`src/fas_pkg.sv`:
```
package fas_pkg;

  //////////////////////////////////////////////////
  // Widths and counts
  //////////////////////////////////////////////////

  localparam int SAMPLE_W    = 16;  // Input and filtered samples
  localparam int COEF_W      = 20;  // Q4.16 coefficients
  localparam int FRAC_BITS   = 16;
  localparam int ACC_W       = 42;  // 36-bit products, 32 of them, plus headroom
  localparam int N_TAPS      = 32;
  localparam int FILL_CYCLES = 34;  // Valid run before the output is trusted
  localparam int FRAME_LEN   = 16;

  localparam int FILL_CNT_W  = $clog2(FILL_CYCLES + 1);
  localparam int IDX_W       = $clog2(FRAME_LEN);

  //////////////////////////////////////////////////
  // Types
  //////////////////////////////////////////////////

  typedef logic signed [SAMPLE_W-1:0] sample_t;
  typedef logic signed [COEF_W-1:0]   coef_t;
  typedef logic signed [ACC_W-1:0]    acc_t;
  typedef sample_t [FRAME_LEN-1:0]    frame_t;     // Word 0 in the low bits

  typedef logic [FILL_CNT_W-1:0]      fill_cnt_t;
  typedef logic [IDX_W-1:0]           frame_idx_t;

  typedef enum logic {
    FRAME_IDLE,   // Waiting for the filter output to become valid
    FRAME_FILL    // Collecting words, one per cycle
  } frame_state_e;

  //////////////////////////////////////////////////
  // Low-pass coefficient table
  //////////////////////////////////////////////////

  // Symmetric taps. Entry 0 multiplies the newest held sample
  localparam coef_t fir_coefs [N_TAPS] = '{
    20'hFFF9E,  // -0.0015
    20'hFFF86,
    20'hFFFA7,
    20'h0003B,
    20'h0014B,
    20'h0024A,
    20'h00222,
    20'hFFFE4,
    20'hFFBC5,  // Start of the negative side lobe
    20'hFF7CA,
    20'hFF74E,
    20'hFFD74,
    20'h00B1A,
    20'h01DAC,
    20'h02F9E,
    20'h03AA9,  // Center pair, about 0.229
    20'h03AA9,
    20'h02F9E,
    20'h01DAC,
    20'h00B1A,
    20'hFFD74,
    20'hFF74E,
    20'hFF7CA,
    20'hFFBC5,
    20'hFFFE4,
    20'h00222,
    20'h0024A,
    20'h0014B,
    20'h0003B,
    20'hFFFA7,
    20'hFFF86,
    20'hFFF9E
  };

endpackage
```
`src/frame_collector.sv`:
```
module frame_collector import fas_pkg::*; (
  input  logic    clk,
  input  logic    rst,
  input  logic    fir_valid,
  input  sample_t fir_d,
  output logic    frame_valid,
  output frame_t  frame
);

  frame_state_e state;
  frame_state_e state_next;
  frame_idx_t   idx;         // Next word to write
  logic         wr_en;

  //////////////////////////////////////////////////
  // Control FSM
  //////////////////////////////////////////////////

  // In FILL the index only returns to zero right after word 15 lands
  assign frame_valid = (state == FRAME_FILL) && (idx == '0);

  always_comb begin
    state_next = state;
    wr_en      = 1'b0;
    case (state)
      FRAME_IDLE: begin
        if (fir_valid) begin
          wr_en      = 1'b1;       // Word 0 of a fresh frame
          state_next = FRAME_FILL;
        end
      end
      FRAME_FILL: begin
        if (idx != '0 || fir_valid) begin
          wr_en = 1'b1;            // Mid-frame words ignore fir_valid
        end else begin
          state_next = FRAME_IDLE; // Frame done and the filter has gone quiet
        end
      end
      default: begin
        state_next = FRAME_IDLE;
      end
    endcase
  end

  //////////////////////////////////////////////////
  // Index and frame storage
  //////////////////////////////////////////////////

  always_ff @(posedge clk or posedge rst) begin
    if (rst) begin
      state <= FRAME_IDLE;
      idx   <= '0;
      frame <= '0;
    end else begin
      state <= state_next;
      if (wr_en) begin
        frame[idx] <= fir_d;
        idx        <= idx + 1'b1;  // Wraps after word 15
      end
    end
  end

endmodule

```
`config.mk`:
```
export PLATFORM = sky130hd
export DESIGN_NAME = frame_collector
export DESIGN_NICKNAME = d
export VERILOG_FILES = /design/src/fas_pkg.sv /design/src/frame_collector.sv
export SDC_FILE = /design/constraint.sdc
export NUM_CORES = 1
export LEC_CHECK = 0
export BUFFER_PORTS_ARGS = -buffer_cell sky130_fd_sc_hd__buf_2
export CORE_ASPECT_RATIO = 1.25
export CORE_MARGIN = 1.5
export CORE_UTILIZATION = 47
export CTS_CLUSTER_DIAMETER = 40
export DETAILED_ROUTE_END_ITERATION = 16
export PLACE_DENSITY = 0.76
export RECOVER_POWER = 50
export SLEW_MARGIN = 0
export SYNTH_ARGS = -nofsm -noshare
export SYNTH_HDL_FRONTEND = slang
export SYNTH_SLANG_ARGS = --single-unit
export TNS_END_PERCENT = 100
```
`constraint.sdc`:
```
create_clock -name clk -period 7.9 [get_ports clk]
set_clock_uncertainty 0.05 [all_clocks]
set_input_delay 1.185 -clock clk [delete_from_list [all_inputs] [get_ports clk]]
set_output_delay 1.185 -clock clk [all_outputs]
set_load 0.005 [all_outputs]
```
Yosys cells after proc, flatten, opt, wreduce, memory -nomap -nowiden. Cells that the tools add are included.

Reductions and logical operators: 5. Mux-type cells: 6. Bitwise operators: 1. Order comparisons: 2. Add/sub/neg operators: 1.

Operator list (number): bitwise mux 256 bit (1); demux 16 bit (select 4 bit) (1); two-way mux 16 bit (1); less-than comparator 4 x 5 -> 1 bit, second input constant (1); adder 4 x 1 -> 4 bit, second input constant (1); >= comparator 4 x 1 -> 1 bit, second input constant (1); logical NOT 4 bit (1); nonzero test 4 bit (1); logical AND 1 bit (2); two-way mux 1 bit (2); case mux 1 bit (2 select lines) (1); logical OR 1 bit (1); NOT 1 bit (1).

Input bits: 19. Output and inout port bits: 257. Register bits after elaboration: 261. Word-level logic and storage cells: 33.

Longest topological paths before layout.
Depth in word-level cells: 5. Mapped depth: 7. Gate-level depth less buffers: 5.

Worst setup path before layout. No wires, ideal clock.

Path type: in2reg. From: input fir_valid. To: register frame[192] (netlist bit). Setup slack: 5.356 ns. Path buffers: 2. Stages: 5. Required time: 7.725 ns. Arrival: 2.370 ns. Cells stage by stage: buf_4 -> o211a_1 -> nand2_2 -> buf_2 -> mux2_2.

Cells in the longest elaborated chain, start to end: 3. Elaborated cells on any way between the ends: 4. Classes of those cells: 3 x mux; 1 x reduce/logical.

RTL lines: start, declared (RTL line frame_collector.sv:4) `input logic fir_valid,`; logical OR 1 bit (RTL line frame_collector.sv:33) `if (idx != '0 || fir_valid) begin`; two-way mux 1 bit (RTL line frame_collector.sv:33); case mux 1 bit (2 select lines) (*) (RTL line frame_collector.sv:25) `case (state)`; end signal, assigned by index (RTL line frame_collector.sv:57) `frame[idx] <= fir_d;`; end, declared (RTL line frame_collector.sv:7) `output frame_t frame`.

Every way passes the cells marked *; elsewhere a longest branch is shown, timed or not. A chain may end at the register's enable or synchronous reset.

==> impl_metrics.prom <==
# TYPE chip_impl_metric gauge
chip_impl_metric{name="finalHoldViolations",unit=""} 0
chip_impl_metric{name="number_of_synthesized_register_bits",unit=""} 261
chip_impl_metric{name="die-area",unit="mm²"} 0.02231
chip_impl_info{name="violations",value="capacitance limit, slew limit"} 1
chip_impl_info{name="crit_type",value="primary input to asynchronous set/reset pin"} 1
chip_impl_metric{name="synthCells",unit=""} 594
chip_impl_metric{name="postLayoutCoreUtil",unit=""} 0.5936
chip_impl_metric{name="synth.distinct_cells",unit=""} 26
chip_impl_info{name="worst_setup_path_start_kind",value="primary input"} 1
chip_impl_metric{name="dpl.hpwl",unit="mm"} 16.18
chip_impl_metric{name="worst_ep_required_time",unit="ns"} 8.42
chip_impl_metric{name="worst-endpoint-arrival",unit="ns"} 4.45
chip_impl_metric{name="worst_slew_pin_slew",unit="ns"} 3.060
chip_impl_info{name="tritoncts",value="done"} 1
chip_impl_metric{name="die_y",unit="µm"} 166.6
chip_impl_info{name="holdCritStartpoint",value="frame[217]"} 1
chip_impl_metric{name="maxClockFrequency",unit="GHz"} 0.2540
chip_impl_metric{name="clk_pin_slew_worst_paths",unit="ns"} 0.06
chip_impl_metric{name="rr_worst_depth",unit=""} 3
chip_impl_info{name="critPathCaptureType",value="asynchronous set/reset pin"} 1
chip_impl_info{name="crit_path_frequent_cell",value="clkbuf_1"} 1
chip_impl_metric{name="final_cell_area",unit="mm²"} 0.01240
chip_impl_metric{name="total_overflow_reported_by_the_global_router",unit=""} 0
chip_impl_info{name="tightest_hold_check_type",value="flop to flop"} 1
chip_impl_metric{name="finalCritPeriodShare",unit=""} 0.4984
chip_impl_metric{name="floorplan.die.width",unit="µm"} 133.9
chip_impl_metric{name="swShare",unit=""} 0.3063
chip_impl_metric{name="cts_resized",unit=""} 0
chip_impl_metric{name="maximum_number_of_pins_on_one_net_before_global_route_repair",unit=""} 147
chip_impl_metric{name="power.leakage",unit="nW"} 5.547
chip_impl_info{name="worstReg2RegEnd",value="frame[189]"} 1
chip_impl_metric{name="grt_pass1_vias",unit=""} 6289
chip_impl_metric{name="grt_first_pass_wirelength",unit="mm"} 37.16
chip_impl_metric{name="placement.cell_area",unit="mm²"} 0.01161
chip_impl_info{name="critPathLaunch",value="rst"} 1
chip_impl_metric{name="setup_viol",unit=""} 0
chip_impl_metric{name="antenna_found_initial",unit=""} 0
chip_impl_metric{name="multi_input_gate_area_in_the_final_layout",unit="mm²"} 0.003294
chip_impl_metric{name="finalWorstPathRequiredPeriod",unit="ns"} 3.938
chip_impl_metric{name="drt-wirelength-per-cell",unit="µm"} 20.36
chip_impl_metric{name="drt_first_iter_violations",unit=""} 285
chip_impl_metric{name="clockPowerShare",unit=""} 0.245
chip_impl_metric{name="clock_insertion_delay_at_the_later_pin_of_the_skew_report",unit="ns"} 0.52
chip_impl_metric{name="postSynthNetCount",unit=""} 617
chip_impl_metric{name="vdd.ir_drop.worst",unit="V"} 0.0002396
chip_impl_info{name="unrepaired_setup_endpoints_after_global_routing",value="no"} 1
chip_impl_metric{name="cts_setup_buffers",unit=""} 0
chip_impl_metric{name="hold_depth",unit=""} 1
chip_impl_metric{name="grt_util_all_layers",unit=""} 0.2132
chip_impl_metric{name="floorplan.initialDensity",unit=""} 0.4819
chip_impl_metric{name="slew_headroom",unit=""} -1.040
chip_impl_metric{name="std_cell_rows",unit=""} 59
chip_impl_info{name="status",value="finished, violations left"} 1
chip_impl_info{name="clockRootBuffer",value="clkbuf_16"} 1
chip_impl_metric{name="detail-route-antenna-nets",unit=""} 0
chip_impl_metric{name="final_max_slew_viol_count",unit=""} 56
chip_impl_info{name="worstReg2RegStart",value="idx[3]"} 1
chip_impl_metric{name="finalSetupTns",unit="ns"} 0
chip_impl_metric{name="ff2ff_setup_slack",unit="ns"} 5.53
chip_impl_metric{name="boundaryPins",unit=""} 276
chip_impl_metric{name="p_int",unit="W"} 0.003918
chip_impl_metric{name="max_stage_delay",unit="ns"} 2.14
chip_impl_info{name="layout.cells.most_common_list",value="261 x dfrtp_1, 256 x mux2_2, 157 x clkbuf_1"} 1
chip_impl_metric{name="proportion_of_power_drawn_by_combinational_gates",unit=""} 0.330
chip_impl_metric{name="layout-area-overhead-vs-synth",unit="%"} 23.18
chip_impl_metric{name="clock_tree.buffer_depth",unit=""} 3
chip_impl_metric{name="number_of_drc_violations_after_detailed_routing",unit=""} 0
chip_impl_metric{name="pwr-share-seq",unit=""} 0.425
chip_impl_metric{name="cts.sink_count",unit=""} 261
chip_impl_metric{name="htreeDepth",unit=""} 1
chip_impl_metric{name="synth.yosys.warnings",unit=""} 0
chip_impl_metric{name="final_net_count",unit=""} 889
chip_impl_metric{name="drt_first_pass_iters",unit=""} 4
chip_impl_info{name="timing.critical_path.slowest_stage_cell",value="clkbuf_1"} 1
chip_impl_info{name="mostFrequentLayoutCell",value="dfrtp_1"} 1
chip_impl_metric{name="cts_made_buffers",unit=""} 28
chip_impl_metric{name="vias",unit=""} 6067
chip_impl_metric{name="post_cts_hold_buffer_count",unit=""} 0
chip_impl_metric{name="io_port_bufs",unit=""} 275
chip_impl_metric{name="power_per_cell_area",unit="mW/mm²"} 455.4
chip_impl_metric{name="avgViaCountPerCell",unit=""} 5.230
chip_impl_metric{name="rd_place_congestion",unit=""} 0.7777
chip_impl_metric{name="cap_violations",unit=""} 1
chip_impl_info{name="worstPathCellList",value="clkbuf_1 -> clkinvlp_4 -> clkbuf_1 -> buf_4"} 1
chip_impl_metric{name="p_switching",unit="W"} 0.001730
chip_impl_metric{name="num-fill-cells",unit=""} 1705
chip_impl_metric{name="cp_max_fo",unit=""} 61
chip_impl_metric{name="wl",unit="mm"} 23.62
chip_impl_metric{name="ys_seq_area_frac",unit=""} 0.6487
chip_impl_metric{name="final-seq-area",unit="mm²"} 0.006531
chip_impl_metric{name="per_instance_average_area_after_synthesis",unit="µm²"} 16.95
chip_impl_info{name="destination_of_the_critical_timing_path",value="frame[230]"} 1
chip_impl_metric{name="mappedNetlistArea",unit="mm²"} 0.01007
chip_impl_metric{name="final_layout_size_suffix_gt1_frac",unit=""} 0.5011
chip_impl_metric{name="placeableCoreArea",unit="mm²"} 0.02089
chip_impl_metric{name="antenna_cells",unit=""} 0
-- metal layers --
layer,GRT usage,vias to the layer above,wire (µm)
li1,-,2632,-
met1,0.2696,3188,9660
met2,0.3725,202,11980
met3,0.04414,45,1425
met4,0.05529,0,559
met5,0,-,0
-- layout make-up --
| type | count | area share |
|---|---|---|
| Sequential cell | 261 | 0.5266 |
| Multi-Input combinational cell | 293 | 0.2656 |
| Timing Repair Buffer | 278 | 0.09816 |
| Clock buffer | 36 | 0.06305 |
| Tap cell | 274 | 0.02764 |
| Clock inverter | 14 | 0.01735 |
| Inverter | 4 | 0.001513 |
-- power by group through the flow --
stage	combinational (W)	clock, W	sequential, W
2_1_floorplan	0.00105	0	0.00241
3_3_place_gp	0.00194	0	0.00237
3_5_place_dp	0.00199	0	0.00240
4_1_cts	0.00200	0.00142	0.00239
5_1_grt	0.00202	0.00148	0.00249
6_report	0.00186	0.00139	0.00240
-- worst max-delay path: cells and delay by family --
family	cells	cell delay [ns]
buf+inv	4	3.17
-- registers in the layout (all words and copies together) (netlist names) --
name	cells
idx	4
state	1
frame	256
-- cells by family after synthesis --
logic type,count (synthesis),synth area share
adder cells (fa/ha/maj),4,0.004971
buffers and inverters,40,0.02274
XOR/XNOR,2,0.001740
flip-flops,261,0.6487
AND/OR/NAND/NOR,21,0.02200
multiplexers,257,0.2874
AO/OA/AOI/OAI,9,0.01243
-- stage by stage --
stage / worst slack (ns) / hold WS (ns) / std cells / total power, W
after floorplan: 3.223 / 0.4389 / 594 / 0.003465
final: 3.962 / 0.4511 / 1160 / 0.005648
after CTS: 4.778 / 0.4506 / 1160 / 0.005808
after global routing: 3.170 / 0.4558 / 1160 / 0.005985
after detailed placement: 4.807 / 0.4362 / 1110 / 0.004390
after global placement: 4.841 / 0.4214 / 1110 / 0.004309
-- how the worst min path moves through the flow --
stage | to | slack [ns]
finish | frame[217] | 0.45
CTS | frame[48] | 0.45
floorplan | frame[48] | 0.44
global placement | frame[48] | 0.42
detailed placement | frame[48] | 0.44
global route | frame[227] | 0.46
-- Yosys cell counts, drive strengths merged --
cell type / instances / area share
nor3: 1 / 0.00050
xnor2: 1 / 0.00087
or3b: 1 / 0.00087
dfrtp: 261 / 0.65
nand2: 5 / 0.0029
ha: 4 / 0.0050
nand2b: 1 / 0.00062
inv: 4 / 0.0015
a21oi: 1 / 0.00087
mux2: 257 / 0.29
clkbuf: 16 / 0.0060
nor2: 2 / 0.0012
o211ai: 3 / 0.0063
and2b: 1 / 0.00087
o211a: 1 / 0.00099
o21ai: 4 / 0.0042
nor3b: 8 / 0.014
xor2: 1 / 0.00087
buf: 20 / 0.015
and2: 2 / 0.0012
(Power assumes the default switching activity.)
